==> src/alu_pkg.sv <==
`default_nettype none

package alu_pkg;

    // Widest operand the board supports
    localparam int ALU_MAX_W = 5;

    // Function code width, as on the MIPS funct field
    localparam int ALU_OP_W = 6;

    // Switch word width on the board
    localparam int SW_W = 16;

    // MIPS-style function codes
    typedef enum logic [ALU_OP_W-1:0] {
        // Arithmetic, signed overflow reported
        OP_ADD = 6'b100000,
        OP_SUB = 6'b100010,
        // Bitwise
        OP_AND = 6'b100100,
        OP_OR  = 6'b100101,
        OP_XOR = 6'b100110,
        OP_NOR = 6'b100111,
        // Shifts of A by B
        OP_SRA = 6'b000011,
        OP_SRL = 6'b000010
    } alu_op_e;

    // Everything the ALU needs for one computation
    // Only the low N bits of a and b carry data
    typedef struct packed {
        logic [ALU_MAX_W-1:0] a;
        logic [ALU_MAX_W-1:0] b;
        alu_op_e              op;
    } alu_operands_t;

    // Value after reset, op left at an undefined code
    localparam alu_operands_t ALU_OPERANDS_RESET = '{
        a:  '0,
        b:  '0,
        op: alu_op_e'(6'b000000)
    };

endpackage

`default_nettype wire

==> src/button_pulse.sv <==
`timescale 1ns/10ps
`default_nettype none

module button_pulse #(
    parameter int WIDTH = 3
) (
    input  wire logic             i_clock,
    input  wire logic             i_reset,
    input  wire logic [WIDTH-1:0] i_btn,
    output logic      [WIDTH-1:0] o_pulse
);

    // First synchroniser stage which may go metastable
    logic [WIDTH-1:0] sync_q1;
    // Second stage is safe to use in logic
    logic [WIDTH-1:0] sync_q2;
    // Level seen one cycle earlier
    logic [WIDTH-1:0] prev_q;

    // Buttons are asynchronous to the clock
    always_ff @(posedge i_clock)
    begin
        if (i_reset)
        begin
            sync_q1 <= '0;
            sync_q2 <= '0;
            prev_q  <= '0;
        end
        else
        begin
            sync_q1 <= i_btn;
            sync_q2 <= sync_q1;
            prev_q  <= sync_q2;
        end
    end

    // Rising edge of the synchronised level
    // High on the second edge after the press is sampled
    always_comb
    begin
        o_pulse = sync_q2 & ~prev_q;
    end

    // A held button must give a single pulse
    a_single_cycle_pulse : assert property (
        @(posedge i_clock) disable iff (i_reset)
        (o_pulse & $past(o_pulse)) == '0
    )
    else
        $error("button_pulse: pulse held for two cycles");

endmodule

`default_nettype wire

==> src/alu_input_ctrl.sv <==
`timescale 1ns/10ps
`default_nettype none

module alu_input_ctrl
    import alu_pkg::*;
#(
    parameter int N = 4
) (
    input  wire logic          i_clock,
    input  wire logic          i_reset,
    input  wire logic [SW_W-1:0] i_sw,
    input  wire logic          i_load_a,
    input  wire logic          i_load_b,
    input  wire logic          i_load_op,
    output alu_operands_t      o_operands,
    output logic               o_start,
    output logic               o_result_valid
);

    // Stored operands with upper bits beyond N held at zero
    alu_operands_t operands_q;
    // Request for the ALU one cycle after the op pulse
    logic          start_q;
    // Result on the LEDs belongs to the stored operands
    logic          valid_q;

    // Switch fields packed as {op, B, A} with A at bit 0
    logic [N-1:0]        sw_a;
    logic [N-1:0]        sw_b;
    logic [ALU_OP_W-1:0] sw_op;

    always_comb
    begin
        sw_a  = i_sw[N-1:0];
        sw_b  = i_sw[2*N-1:N];
        sw_op = i_sw[2*N +: ALU_OP_W];
    end

    // Each register follows only its own button
    always_ff @(posedge i_clock)
    begin
        if (i_reset)
        begin
            operands_q <= ALU_OPERANDS_RESET;
        end
        else
        begin
            if (i_load_a)
            begin
                operands_q.a <= ALU_MAX_W'(sw_a);
            end
            if (i_load_b)
            begin
                operands_q.b <= ALU_MAX_W'(sw_b);
            end
            // Unknown codes pass through and the ALU zeroes them
            if (i_load_op)
            begin
                operands_q.op <= alu_op_e'(sw_op);
            end
        end
    end

    // Start and valid sequencing
    always_ff @(posedge i_clock)
    begin
        if (i_reset)
        begin
            start_q <= 1'b0;
            valid_q <= 1'b0;
        end
        else
        begin
            start_q <= i_load_op;
            // New operand invalidates the shown result
            if (i_load_a || i_load_b)
            begin
                valid_q <= 1'b0;
            end
            // ALU result lands on this same edge
            else if (start_q)
            begin
                valid_q <= 1'b1;
            end
        end
    end

    always_comb
    begin
        o_operands     = operands_q;
        o_start        = start_q;
        o_result_valid = valid_q;
    end

    // Start exactly one cycle after the op pulse
    a_start_after_op : assert property (
        @(posedge i_clock) disable iff (i_reset)
        o_start == $past(i_load_op)
    )
    else
        $error("alu_input_ctrl: start not aligned to op pulse");

endmodule

`default_nettype wire

==> src/alu.sv <==
`timescale 1ns/10ps
`default_nettype none

module alu
    import alu_pkg::*;
#(
    parameter int N = 4
) (
    input  wire logic          i_clock,
    input  wire logic          i_reset,
    input  wire alu_operands_t i_operands,
    input  wire logic          i_start,
    output logic [ALU_MAX_W-1:0] o_result,
    output logic               o_overflow
);

    // Shift amounts at or above this saturate
    localparam logic [N:0] SHIFT_LIMIT = (N+1)'(N);

    // Working operands, N bits wide
    logic [N-1:0] op_a;
    logic [N-1:0] op_b;

    // Arithmetic intermediates
    logic [N-1:0] sum;
    logic [N-1:0] diff;
    logic         sum_ovf;
    logic         diff_ovf;
    logic         shift_sat;

    // Next values for the output registers
    logic [N-1:0] calc_result;
    logic         calc_ovf;

    // Registered outputs and the op that produced them
    logic [ALU_MAX_W-1:0] result_q;
    logic                 ovf_q;
    alu_op_e              op_q;

    always_comb
    begin
        op_a = i_operands.a[N-1:0];
        op_b = i_operands.b[N-1:0];
        sum  = op_a + op_b;
        diff = op_a - op_b;
        // Same-sign inputs, result sign flipped
        sum_ovf  = (op_a[N-1] == op_b[N-1]) && (sum[N-1] != op_a[N-1]);
        // Opposite-sign inputs, result takes the sign of B
        diff_ovf = (op_a[N-1] != op_b[N-1]) && (diff[N-1] != op_a[N-1]);
        shift_sat = {1'b0, op_b} >= SHIFT_LIMIT;
    end

    // Operation decode
    always_comb
    begin
        calc_result = '0;
        calc_ovf    = 1'b0;
        case (i_operands.op)
            OP_ADD:
            begin
                calc_result = sum;
                calc_ovf    = sum_ovf;
            end
            OP_SUB:
            begin
                calc_result = diff;
                calc_ovf    = diff_ovf;
            end
            OP_AND: calc_result = op_a & op_b;
            OP_OR:  calc_result = op_a | op_b;
            OP_XOR: calc_result = op_a ^ op_b;
            OP_NOR: calc_result = ~(op_a | op_b);
            OP_SRA:
            begin
                // Large shifts fill with the sign bit
                if (shift_sat)
                    calc_result = {N{op_a[N-1]}};
                else
                    calc_result = $unsigned($signed(op_a) >>> op_b);
            end
            OP_SRL:
            begin
                if (shift_sat)
                    calc_result = '0;
                else
                    calc_result = op_a >> op_b;
            end
            // Undefined code, zero with no flag
            default:
            begin
                calc_result = '0;
                calc_ovf    = 1'b0;
            end
        endcase
    end

    // Capture only on start, hold otherwise
    always_ff @(posedge i_clock)
    begin
        if (i_reset)
        begin
            result_q <= '0;
            ovf_q    <= 1'b0;
            op_q     <= alu_op_e'(6'b000000);
        end
        else if (i_start)
        begin
            result_q <= ALU_MAX_W'(calc_result);
            ovf_q    <= calc_ovf;
            op_q     <= i_operands.op;
        end
    end

    always_comb
    begin
        o_result   = result_q;
        o_overflow = ovf_q;
    end

    // Flag belongs to arithmetic only
    a_ovf_only_arith : assert property (
        @(posedge i_clock) disable iff (i_reset)
        o_overflow |-> (op_q == OP_ADD || op_q == OP_SUB)
    )
    else
        $error("alu: overflow set for a non-arithmetic op");

endmodule

`default_nettype wire

==> src/alu_board_top.sv <==
`timescale 1ns/10ps
`default_nettype none

module alu_board_top
    import alu_pkg::*;
#(
    parameter int N = 4
) (
    input  wire logic              i_clock,
    input  wire logic              i_reset,
    input  wire logic [SW_W-1:0]   i_sw,
    input  wire logic              i_btn_a,
    input  wire logic              i_btn_b,
    input  wire logic              i_btn_op,
    output logic [ALU_MAX_W-1:0]   o_led,
    output logic                   o_ovf_led,
    output logic                   o_result_valid
);

    // Button pulses, bit 0 A, bit 1 B, bit 2 op
    logic [2:0]    btn_pulse;
    // Stored operands toward the ALU
    alu_operands_t operands;
    // Compute request
    logic          alu_start;

    // Raw buttons to single-cycle pulses
    button_pulse #(
        .WIDTH (3)
    ) u_button_pulse (
        .i_clock (i_clock),
        .i_reset (i_reset),
        .i_btn   ({i_btn_op, i_btn_b, i_btn_a}),
        .o_pulse (btn_pulse)
    );

    // Switch fields into operand registers
    alu_input_ctrl #(
        .N (N)
    ) u_alu_input_ctrl (
        .i_clock        (i_clock),
        .i_reset        (i_reset),
        .i_sw           (i_sw),
        .i_load_a       (btn_pulse[0]),
        .i_load_b       (btn_pulse[1]),
        .i_load_op      (btn_pulse[2]),
        .o_operands     (operands),
        .o_start        (alu_start),
        .o_result_valid (o_result_valid)
    );

    // Result and flag drive the LEDs directly
    alu #(
        .N (N)
    ) u_alu (
        .i_clock    (i_clock),
        .i_reset    (i_reset),
        .i_operands (operands),
        .i_start    (alu_start),
        .o_result   (o_led),
        .o_overflow (o_ovf_led)
    );

endmodule

`default_nettype wire

==> config.mk <==
export PLATFORM = sky130hd
export DESIGN_NAME = alu_board_top
export DESIGN_NICKNAME = d
export VERILOG_FILES = /design/src/alu_pkg.sv /design/src/button_pulse.sv /design/src/alu_input_ctrl.sv /design/src/alu.sv /design/src/alu_board_top.sv
export SDC_FILE = /design/constraint.sdc
export NUM_CORES = 1
export LEC_CHECK = 0
export ABC_AREA = 1
export BUFFER_PORTS_ARGS = -buffer_cell sky130_fd_sc_hd__buf_2
export CORE_MARGIN = 3
export CORE_UTILIZATION = 52
export CTS_CLUSTER_SIZE = 25
export DETAILED_ROUTE_END_ITERATION = 7
export GPL_ROUTABILITY_DRIVEN = 1
export PLACE_DENSITY = 0.78
export SETUP_SLACK_MARGIN = 0.02
export SLEW_MARGIN = 15
export SYNTH_ARGS = -nofsm -noshare
export SYNTH_HDL_FRONTEND = slang
export SYNTH_HIERARCHICAL = 1
export SYNTH_SLANG_ARGS = --single-unit
==> constraint.sdc <==
create_clock -name i_clock -period 1.73 [get_ports i_clock]
set_clock_uncertainty 0.15 [all_clocks]
set_input_delay 0.173 -clock i_clock [delete_from_list [all_inputs] [get_ports i_clock]]
set_output_delay 0.173 -clock i_clock [all_outputs]
set_load 0.01 [all_outputs]
==> results of run 1 <==
[worst min-delay path by stage]
stage                        start                             end  slack, ps  cells past startpoint
after CTS                 i_sw[11]  u_alu_input_ctrl/o_operands[3]         20                      5
after global placement    i_btn_op       u_button_pulse/sync_q1[2]        220                      3
after global routing      i_sw[11]  u_alu_input_ctrl/o_operands[3]         40                      5
after floorplan            i_reset               u_alu/o_result[3]         90                      1
final                      i_sw[8]  u_alu_input_ctrl/o_operands[0]         30                      5
after detailed placement  i_btn_op       u_button_pulse/sync_q1[2]        230                      3
[metrics by stage]
step	std cells	hold slack [ps]	instance area [sq um]
floorplan	321	85.4	2000
global placement	406	223	2280
detailed placement	406	231	2280
CTS	417	20.1	2450
global route	418	41.5	2530
finish	418	26.6	2530
[tightest hold or removal path, delay by kind of cell]
family	cells	cell delay (ps)
simple gates	3	150
buf+inv	2	100
[sequential cells by signal, summed over array words and instances, names as in the netlist]
signal and flops:
u_alu/o_overflow 1, u_button_pulse/sync_q2 3, u_alu_input_ctrl/o_start 1, u_alu_input_ctrl/o_operands 14, u_alu/o_result 4, u_button_pulse/sync_q1 3, u_alu_input_ctrl/o_result_valid 1, u_button_pulse/prev_q 3
[where the power goes]
part	internal (uW)	switching (uW)	total (uW)	leakage, uW
logic	149	191	339	0.00102
clock network	320	257	577	0.0000482
registers	717	23.9	741	0.000249
total	1190	471	1660	0.00132
[cells in the final DEF (no fill, tap or decap), types with 2 or more instances in the layout]
cell and n:
dfxtp_1 23, inv_1 44, ha_1 6, nand2_2 4, nor2_1 62, nor2_4 3
o21ai_0 4, xor2_1 2, ha_4 4, fa_2 2, dfxtp_4 4, a21oi_1 4
nand2_1 96, dfxtp_2 3, buf_4 23, nand3_1 17, buf_2 24, inv_2 7
ha_2 2, nand4_1 2, clkbuf_8 6, dlygate4sd3_1 3, nand3b_1 5, nor2_2 9
[what timing repair did]
action / in CTS / in global routing
buffers inserted: 0 / 1
hold endpoints to repair: 3 / 0
gates resized for setup: 13 / 27
pin swaps: 7 / 7
hold buffers: 3 / 0
gates cloned: 0 / 0
setup endpoints to repair: 4 / 5
[metal layers]
layer,vias to the layer above,track usage (%),part of all wire [%]
met5,-,0,0
met4,0,12.7,1.8
met3,9,6.90,5.7
met2,57,37.9,49
met1,891,25.9,44
li1,1050,-,-
[final cells by class]
type                            instances  area [sq um]
Multi-Input combinational cell        230          1230
Fill cell                             282           986
Timing Repair Buffer                   51           334
Inverter                               53           205
Sequential cell                        30           619
Clock buffer                            7          86.3
Clock inverter                          1          5.00
Tap cell                               46          57.6
==> impl_metrics.prom, run 1 <==
# TYPE chip_impl_metric gauge
chip_impl_info{name="run_status",value="complete, no violations"} 1
chip_impl_metric{name="h-tree-depth",unit=""} 2
chip_impl_metric{name="track_usage",unit="%"} 22.8
chip_impl_metric{name="power_density",unit="nW/um^2"} 654
chip_impl_metric{name="synth_nets",unit=""} 356
chip_impl_metric{name="clock_latency",unit="ps"} 280
chip_impl_info{name="rsz0062_at_grt",value="true"} 1
chip_impl_metric{name="setup_viol_count_final",unit=""} 0
chip_impl_metric{name="finalHoldViolCount",unit=""} 0
chip_impl_metric{name="post_route_cells_drive_above_1_share",unit="%"} 26.9
chip_impl_metric{name="total_power_consumption_of_the_routed_design",unit="uW"} 1660
chip_impl_metric{name="die_height",unit="microns"} 68.0
chip_impl_info{name="critical_path_class",value="register to register"} 1
chip_impl_metric{name="cp.depth",unit=""} 10
chip_impl_metric{name="avgSynthCellArea",unit="sq um"} 6.23
chip_impl_info{name="termination_of_the_worst_setup_path",value="u_alu/o_result[1]"} 1
chip_impl_info{name="critical_path.most_common_cell",value="nand2_1"} 1
chip_impl_metric{name="final_net_count",unit=""} 406
chip_impl_metric{name="overflow",unit=""} 0
chip_impl_metric{name="grt_start_max_net_pins",unit=""} 16
chip_impl_metric{name="yosys_warnings",unit=""} 6
chip_impl_metric{name="cts_inserted_buffers",unit=""} 5
chip_impl_metric{name="ff2ff_setup_slack",unit="ps"} 10
chip_impl_info{name="startpoint_of_the_worst_slack_reg_to_reg_timing_path",value="u_alu_input_ctrl/o_operands[11]"} 1
chip_impl_metric{name="syn2layout_area_growth",unit="%"} 26.7
chip_impl_metric{name="vias_per_cell",unit=""} 4.80
chip_impl_metric{name="via_count",unit=""} 2007
chip_impl_info{name="critical-path-top-delay-family",value="adder cells"} 1
chip_impl_metric{name="critical_path_fanouts_max",unit=""} 3
chip_impl_metric{name="vias_in_the_first_global_route",unit=""} 1843
chip_impl_metric{name="floorplan.die_area",unit="sq um"} 4630
chip_impl_metric{name="finalWirelength",unit="microns"} 4800
chip_impl_metric{name="critical_path.n_buffers_inverters",unit=""} 2
chip_impl_metric{name="placement.setup.worst_slack",unit="ps"} -47.2
chip_impl_metric{name="insertedDiodeCount",unit=""} 0
chip_impl_metric{name="syn_area",unit="sq um"} 2000
chip_impl_metric{name="remaining_drc_errors",unit=""} 0
chip_impl_metric{name="port-buffer-count",unit=""} 24
chip_impl_metric{name="data_required_time_at_the_worst_endpoint",unit="ps"} 1760
chip_impl_metric{name="postRouteAntennaNets",unit=""} 0
chip_impl_info{name="crit_chain",value="inv_4 > ha_4 > inv_2 > fa_2 > nand2_1 > nand2_1 > nor2_2 > nand3_1 > nand2_1 > a21oi_1"} 1
chip_impl_info{name="min_path_type",value="input pin to register"} 1
chip_impl_info{name="critPathSlowestCell",value="fa_2"} 1
chip_impl_metric{name="design.portCount",unit=""} 28
chip_impl_metric{name="max_freq",unit="MHz"} 583
chip_impl_metric{name="fin_util",unit="%"} 72.0
chip_impl_metric{name="timing_max_transition_violations_final",unit=""} 0
chip_impl_info{name="timing.critical_path.from_type",value="register"} 1
chip_impl_metric{name="routability_congestion",unit=""} 0.906
chip_impl_metric{name="ir_worst_vdd",unit="mV"} 0.653
chip_impl_metric{name="grt_pass1_wl",unit="microns"} 7750
chip_impl_metric{name="wl_per_cell",unit="microns"} 11.5
chip_impl_metric{name="firstDrtPassIters",unit=""} 4
chip_impl_metric{name="postLayoutSetupSlackWorst",unit="ps"} 14.1
chip_impl_metric{name="worstRegToRegCells",unit=""} 10
chip_impl_metric{name="first_iter_violations",unit=""} 161
chip_impl_metric{name="leakage",unit="uW"} 0.00132
chip_impl_metric{name="syn_inst_count",unit=""} 321
chip_impl_metric{name="max_cap_violations",unit=""} 0
chip_impl_metric{name="floorplan.core_area",unit="sq um"} 3520
chip_impl_info{name="tritoncts",value="built"} 1
chip_impl_metric{name="floorplan.initialDensity",unit="%"} 56.8
chip_impl_metric{name="cts.clk_slew.worst_paths",unit="ps"} 70
chip_impl_metric{name="setup_total_negative_slack",unit="ps"} 0
chip_impl_info{name="cp-end-kind",value="register"} 1
chip_impl_metric{name="min_period_over_period",unit="%"} 99.2
chip_impl_metric{name="cts.sink_count",unit=""} 30
chip_impl_metric{name="rows",unit=""} 21
chip_impl_metric{name="dp_hpwl",unit="microns"} 3470
chip_impl_metric{name="max-clock-path-buffers",unit=""} 2
chip_impl_info{name="worst_r2r_endpoint",value="u_alu/o_result[1]"} 1
chip_impl_metric{name="timing.final.crit_period",unit="ps"} 1720
chip_impl_metric{name="grt_antenna_before_repair",unit=""} 0
chip_impl_info{name="critical_path.startpoint",value="u_alu_input_ctrl/o_operands[11]"} 1
chip_impl_metric{name="chipWidth",unit="microns"} 68.0
chip_impl_metric{name="cp_data_arrival_time",unit="ps"} 1740
chip_impl_info{name="clock-root-buffer",value="clkbuf_8"} 1
chip_impl_metric{name="cp_slowest_stage_delay",unit="ps"} 420
(Power assumes the default switching activity.)
==> run 2, diff against run 1 <==
- CORE_UTILIZATION: 52 -> 50
- PLACE_DENSITY: 0.78 -> 0.76
==> run 2 against run 1 <==
  * Hold slack lost 1.8 ps
  * Flip-flop and latch count stayed put
  * Wire length is 1.0% higher
  * Register-to-register slack hardly changed
  * Utilization is 3.9 points lower
  * Combinational power about the same
  * Sequential share of layout area fell by 0.36 points
  * Count of clock-buffer cells in the layout shrank 1
  * Worst setup slack better by 7.0 ps
  * Final area up 1.3%
  * Critical path type unchanged
  * Critical endpoint unchanged
  * Largest cell class unchanged
==> impl_metrics.prom, run 2 (synthesis gave the netlist of run 1 again) <==
# TYPE chip_impl_metric gauge
chip_impl_metric{name="track_usage",unit="%"} 20.2
chip_impl_metric{name="max-clock-path-buffers",unit=""} 2
chip_impl_metric{name="chipWidth",unit="microns"} 69.3
chip_impl_metric{name="max_cap_violations",unit=""} 0
chip_impl_metric{name="floorplan.initialDensity",unit="%"} 53.1
chip_impl_info{name="rsz0062_at_grt",value="true"} 1
chip_impl_metric{name="timing_max_transition_violations_final",unit=""} 0
chip_impl_metric{name="die_height",unit="microns"} 69.3
chip_impl_metric{name="clock_latency",unit="ps"} 280
chip_impl_metric{name="grt_pass1_wl",unit="microns"} 7870
chip_impl_metric{name="dp_hpwl",unit="microns"} 3440
chip_impl_metric{name="routability_congestion",unit=""} 0.915
chip_impl_metric{name="h-tree-depth",unit=""} 2
chip_impl_metric{name="ff2ff_setup_slack",unit="ps"} 20
chip_impl_metric{name="setup_total_negative_slack",unit="ps"} 0
chip_impl_metric{name="syn2layout_area_growth",unit="%"} 28.3
chip_impl_metric{name="finalHoldViolCount",unit=""} 0
chip_impl_metric{name="vias_per_cell",unit=""} 4.73
chip_impl_metric{name="first_iter_violations",unit=""} 168
chip_impl_metric{name="post_route_cells_drive_above_1_share",unit="%"} 27.3
chip_impl_metric{name="largest_reg_flops",unit=""} 14
chip_impl_info{name="timing.critical_path.from_type",value="register"} 1
chip_impl_metric{name="firstDrtPassIters",unit=""} 4
chip_impl_metric{name="insertedDiodeCount",unit=""} 0
chip_impl_metric{name="cts.clk_slew.worst_paths",unit="ps"} 60
chip_impl_info{name="critical_path_class",value="register to register"} 1
chip_impl_metric{name="critical_path_fanouts_max",unit=""} 3
chip_impl_metric{name="via_count",unit=""} 1994
chip_impl_metric{name="cts_inserted_buffers",unit=""} 5
chip_impl_info{name="mostFrequentLayoutCells",value="nand2_1, nor2_1, inv_1"} 1
chip_impl_metric{name="floorplan.die_area",unit="sq um"} 4800
chip_impl_metric{name="post_dp_cell_area",unit="sq um"} 2290
chip_impl_metric{name="grt_antenna_before_repair",unit=""} 0
chip_impl_info{name="termination_of_the_worst_setup_path",value="u_alu/o_result[1]"} 1
chip_impl_info{name="min_path_type",value="input pin to register"} 1
chip_impl_metric{name="post-route-cell-area",unit="sq um"} 2570
chip_impl_info{name="clock-root-buffer",value="clkbuf_8"} 1
chip_impl_info{name="run_status",value="complete, no violations"} 1
chip_impl_metric{name="power_density",unit="nW/um^2"} 649
chip_impl_info{name="critical_path.startpoint",value="u_alu_input_ctrl/o_operands[11]"} 1
chip_impl_info{name="startpoint_of_the_worst_slack_reg_to_reg_timing_path",value="u_alu_input_ctrl/o_operands[11]"} 1
chip_impl_metric{name="port-buffer-count",unit=""} 24
chip_impl_info{name="worst_r2r_endpoint",value="u_alu/o_result[1]"} 1
chip_impl_metric{name="fin_util",unit="%"} 68.1
chip_impl_metric{name="overflow",unit=""} 0
chip_impl_metric{name="max_freq",unit="MHz"} 585
chip_impl_metric{name="vias_in_the_first_global_route",unit=""} 1796
chip_impl_metric{name="postRouteAntennaNets",unit=""} 0
chip_impl_metric{name="finalWirelength",unit="microns"} 4850
chip_impl_metric{name="final_net_count",unit=""} 408
chip_impl_metric{name="worstRegToRegCells",unit=""} 10
chip_impl_metric{name="wl_per_cell",unit="microns"} 11.5
chip_impl_metric{name="grt_start_max_net_pins",unit=""} 16
chip_impl_metric{name="data_required_time_at_the_worst_endpoint",unit="ps"} 1750
chip_impl_metric{name="floorplan.core_area",unit="sq um"} 3770
chip_impl_metric{name="cts.sink_count",unit=""} 30
chip_impl_metric{name="leakage",unit="uW"} 0.00132
chip_impl_info{name="cp-end-kind",value="register"} 1
chip_impl_metric{name="remaining_drc_errors",unit=""} 0
chip_impl_info{name="tritoncts",value="built"} 1
chip_impl_metric{name="timing.final.crit_period",unit="ps"} 1710
chip_impl_info{name="layout_commonest_cell",value="nand2_1"} 1
chip_impl_metric{name="setup_viol_count_final",unit=""} 0
chip_impl_metric{name="design.portCount",unit=""} 28
chip_impl_metric{name="postLayoutSetupSlackWorst",unit="ps"} 21.1
chip_impl_metric{name="rows",unit=""} 22
chip_impl_metric{name="ir_worst_vdd",unit="mV"} 0.610
chip_impl_metric{name="placement.setup.worst_slack",unit="ps"} -64.8
chip_impl_metric{name="cp_data_arrival_time",unit="ps"} 1730
chip_impl_metric{name="min_period_over_period",unit="%"} 98.8
## run 2: cell count changes in the layout (fill, tap and decap cells not counted), sizes merged
cell | before | now
clkinvlp | 1 | 2
buf | 48 | 50
clkbuf | 7 | 6
## run 2: area by class of cell
type                            count  area (sq um)
Clock buffer                        6          82.6
Fill cell                         304          1200
Multi-Input combinational cell    230          1230
Timing Repair Buffer               53           353
Sequential cell                    30           618
Tap cell                           48          60.1
Clock inverter                      2          12.5
Inverter                           53           210
## run 2: layer usage
metal,part of all wire [%],vias to the layer above,global-route usage [%],wire [microns]
li1,-,1054,-,-
met1,44,879,23.9,2110
met2,50,52,36.0,2400
met3,4.4,9,4.06,212
met4,2.5,0,6.72,121
met5,0,-,0,0
## run 2: what timing repair did
action / 4_1_cts / 5_1_grt
hold buffers: 3 / 0
endpoints found under the hold margin: 3 / 0
setup endpoints to repair: 4 / 5
gates resized for setup: 18 / 25
pin swaps: 7 / 15
buffers inserted: 2 / 1
## run 2: worst min path at each step
stage	slack, ps	endpoint	from	cells past startpoint
6_report	20	u_alu_input_ctrl/o_operands[3]	i_sw[11]	5
4_1_cts	20	u_alu/o_result[3]	i_reset	2
5_1_grt	30	u_alu/o_result[3]	i_reset	2
2_1_floorplan	90	u_alu/o_result[3]	i_reset	1
3_5_place_dp	240	u_button_pulse/sync_q1[0]	i_btn_a	3
3_3_place_gp	230	u_button_pulse/sync_q1[0]	i_btn_a	3
## run 2: power by group
group / switching [uW] / leakage (uW) / internal [uW]
Combinational: 190 / 0.00102 / 149
Clock: 267 / 0.0000472 / 319
Sequential: 25.0 / 0.000249 / 717
Total: 481 / 0.00132 / 1190
## run 2: critical path: stages (launching register included)
cell,delay (ps)
dfxtp_4,380
inv_4,40
ha_4,160
inv_4,50
fa_2,410
nand2_1,60
nand2_1,50
nor2_1,90
nand3_1,80
nand2_1,60
a21oi_1,50
## run 2: stage by stage
stage                     cells  hold WS [ps]  power (uW)
after global placement      409           226        1040
after floorplan             321          85.4         950
final                       422          24.8        1670
after detailed placement    409           239        1050
after global routing        422          33.5        1760
after CTS                   422          17.8        1650
==> run 3, diff against run 2 <==
- clock period: 1.73 -> 1.4 ns (I/O delays scaled with it)
==> run 3 against run 2 <==
  * The flow now finishes with violations (negative setup slack)
  * Hold slack lost 16 ps
  * Worst setup slack lost 360 ps
  * Sequential share of layout area shrank 2.1 points
  * Cell count grew 4.5%
==> impl_metrics.prom, run 3 (synthesis gave the netlist of run 1 again) <==
# TYPE chip_impl_metric gauge
chip_impl_metric{name="cp_data_arrival_time",unit="ps"} 1760
chip_impl_info{name="critical_path.startpoint",value="u_alu_input_ctrl/o_operands[6]"} 1
chip_impl_metric{name="wl_met3",unit="microns"} 230
chip_impl_metric{name="postRouteAntennaNets",unit=""} 0
chip_impl_info{name="termination_of_the_worst_setup_path",value="u_alu/o_result[2]"} 1
chip_impl_metric{name="timing.final.crit_period",unit="ps"} 1740
chip_impl_info{name="critical_path_class",value="register to register"} 1
chip_impl_metric{name="overflow",unit=""} 0
chip_impl_metric{name="grt_pass1_wl",unit="microns"} 8540
chip_impl_metric{name="critical_path_fanouts_max",unit=""} 3
chip_impl_metric{name="vias_in_the_first_global_route",unit=""} 1965
chip_impl_metric{name="leakage",unit="uW"} 0.00143
chip_impl_metric{name="stdcell_count",unit=""} 441
chip_impl_metric{name="track_usage",unit="%"} 22.0
chip_impl_metric{name="vias_per_cell",unit=""} 4.79
chip_impl_metric{name="dp_hpwl",unit="microns"} 3620
chip_impl_metric{name="power_report.internal_total",unit="uW"} 1480
chip_impl_metric{name="first_iter_violations",unit=""} 138
chip_impl_metric{name="finalWirelength",unit="microns"} 5250
chip_impl_metric{name="setup_viol_count_final",unit=""} 5
chip_impl_metric{name="grt_antenna_before_repair",unit=""} 0
chip_impl_info{name="min_path_type",value="input pin to register"} 1
chip_impl_metric{name="met1Wirelength",unit="microns"} 2240
chip_impl_info{name="crit_chain",value="ha_4 > fa_2 > xor2_1 > nand2_1 > nand2_1 > nor2_1 > nand3_1 > nand2_1 > a21oi_1"} 1
chip_impl_info{name="highest-signal-layer",value="met4"} 1
chip_impl_metric{name="die_height",unit="microns"} 69.3
chip_impl_metric{name="max_cap_violations",unit=""} 0
chip_impl_metric{name="data_required_time_at_the_worst_endpoint",unit="ps"} 1420
chip_impl_info{name="run_status",value="finished with violations"} 1
chip_impl_info{name="rsz0062_at_grt",value="true"} 1
chip_impl_metric{name="floorplan.core_area",unit="sq um"} 3770
chip_impl_info{name="violations",value="negative setup slack"} 1
chip_impl_metric{name="floorplan.initialDensity",unit="%"} 53.1
chip_impl_metric{name="via_count",unit=""} 2111
chip_impl_metric{name="setup_total_negative_slack",unit="ps"} -1180
chip_impl_info{name="mostFrequentLayoutCells",value="nand2_1, nor2_1, inv_1"} 1
chip_impl_metric{name="remaining_drc_errors",unit=""} 0
chip_impl_metric{name="cts.sink_count",unit=""} 30
chip_impl_metric{name="p_seq_share",unit="%"} 43.5
chip_impl_metric{name="post_route_cells_drive_above_1_share",unit="%"} 33.1
chip_impl_metric{name="ff2ff_setup_slack",unit="ps"} -340
chip_impl_metric{name="final_net_count",unit=""} 427
chip_impl_metric{name="cts_inserted_buffers",unit=""} 5
chip_impl_metric{name="max_freq",unit="MHz"} 575
chip_impl_info{name="critical_path.most_common_cell",value="nand2_1"} 1
chip_impl_metric{name="h-tree-depth",unit=""} 2
chip_impl_metric{name="max-clock-path-buffers",unit=""} 2
chip_impl_info{name="layout_commonest_cell",value="nand2_1"} 1
chip_impl_metric{name="chipWidth",unit="microns"} 69.3
chip_impl_metric{name="cts.clk_slew.worst_paths",unit="ps"} 70
chip_impl_metric{name="port-buffer-count",unit=""} 24
chip_impl_metric{name="timing_max_transition_violations_final",unit=""} 0
chip_impl_info{name="clock-root-buffer",value="clkbuf_8"} 1
chip_impl_metric{name="met2_routed_wl",unit="microns"} 2570
chip_impl_metric{name="wl_per_cell",unit="microns"} 11.9
chip_impl_metric{name="power_density",unit="nW/um^2"} 744
chip_impl_metric{name="routability_congestion",unit=""} 0.955
chip_impl_metric{name="min_period_over_period",unit="%"} 124
chip_impl_metric{name="finalHoldViolCount",unit=""} 0
chip_impl_metric{name="post-place-cells",unit=""} 418
chip_impl_metric{name="p_sw_share",unit="%"} 30.2
chip_impl_info{name="worst_r2r_endpoint",value="u_alu/o_result[2]"} 1
chip_impl_metric{name="clock_latency",unit="ps"} 290
chip_impl_info{name="timing.critical_path.from_type",value="register"} 1
chip_impl_metric{name="total_power_consumption_of_the_routed_design",unit="uW"} 2110
chip_impl_metric{name="cp_slowest_stage_delay",unit="ps"} 370
chip_impl_info{name="cp-end-kind",value="register"} 1
chip_impl_metric{name="rows",unit=""} 22
chip_impl_metric{name="insertedDiodeCount",unit=""} 0
chip_impl_info{name="tritoncts",value="built"} 1
chip_impl_metric{name="switching_power",unit="uW"} 639
chip_impl_info{name="startpoint_of_the_worst_slack_reg_to_reg_timing_path",value="u_alu_input_ctrl/o_operands[6]"} 1
chip_impl_metric{name="power.clock.fraction",unit="%"} 32.7
chip_impl_metric{name="postLayoutSetupSlackWorst",unit="ps"} -338
chip_impl_metric{name="power_frac_comb",unit="%"} 23.8
chip_impl_metric{name="grt_start_max_net_pins",unit=""} 16
chip_impl_metric{name="placement.setup.worst_slack",unit="ps"} -330
chip_impl_metric{name="largest_reg_flops",unit=""} 14
chip_impl_metric{name="floorplan.die_area",unit="sq um"} 4800
chip_impl_metric{name="design.portCount",unit=""} 28
chip_impl_metric{name="worstRegToRegCells",unit=""} 9
chip_impl_info{name="critPathSlowestCell",value="dfxtp_4"} 1
chip_impl_metric{name="ir_worst_vdd",unit="mV"} 0.759
chip_impl_metric{name="syn2layout_area_growth",unit="%"} 42.2
chip_impl_metric{name="firstDrtPassIters",unit=""} 4
run 3: cell types whose count changed in the layout (fill, tap and decap cells not counted), moves of 4 or more:
cell | previous run | this run
dfxtp_2 | 2 | 7
dlygate4sd3_1 | 3 | 12
dfxtp_1 | 24 | 19
buf_4 | 24 | 31
inv_1 | 44 | 40
run 3: worst min-delay path by stage:
stage,end,cells past startpoint,from
floorplan,u_alu/o_result[3],1,i_reset
global placement,u_button_pulse/sync_q1[0],3,i_btn_a
detailed placement,u_button_pulse/sync_q1[1],3,i_btn_b
CTS,u_alu_input_ctrl/o_operands[4],5,i_sw[12]
global route,u_alu_input_ctrl/o_operands[11],5,i_sw[0]
finish,u_alu_input_ctrl/o_operands[4],5,i_sw[12]
run 3: layout make-up:
cell class              instances  area (sq um)
flip-flops and latches         30           624
well taps                      48          60.1
clock inverters                 3          21.3
repair buffers                 72           538
inverters                      53           214
fillers                       282           927
clock buffers                   5          68.8
multi-input cells             230          1320
run 3: per-stage QoR:
stage                     utilization, %  area [sq um]  hold slack, ps
after global placement              65.1          2450             192
after detailed placement            65.1          2450             200
after CTS                           73.8          2780            3.81
after global routing                75.4          2840            37.7
after floorplan                        -          2100            52.4
final                               75.4          2840            9.28
run 3: power groups by stage:
stage	Sequential [uW]	Clock (uW)	Combinational, uW
after floorplan	937	0	261
after global placement	934	0	397
after detailed placement	936	0	409
after CTS	920	711	471
after global routing	926	731	556
final	921	691	503
run 3: worst max-delay path, delay by kind of cell (launching register included):
kind	cells	cell delay [ps]
simple gates	5	390
fa+ha+maj	2	490
compound gates	1	50
flops	1	370
xor+xnor	1	160
run 3: timing repair:
action                                  4_1_cts  5_1_grt
gates resized for setup                      30       13
setup buffers                                 1        2
hold buffers                                 12        0
endpoints found under the setup margin        5        5
endpoints found under the hold margin        12        0
pin swaps                                    15       15
run 3: routing by layer:
| metal | up-vias | GRT usage, % |
|---|---|---|
| met4 | 0 | 11.1 |
| li1 | 1097 | - |
| met5 | - | 0 |
| met3 | 15 | 3.91 |
| met1 | 940 | 26.4 |
| met2 | 59 | 37.6 |
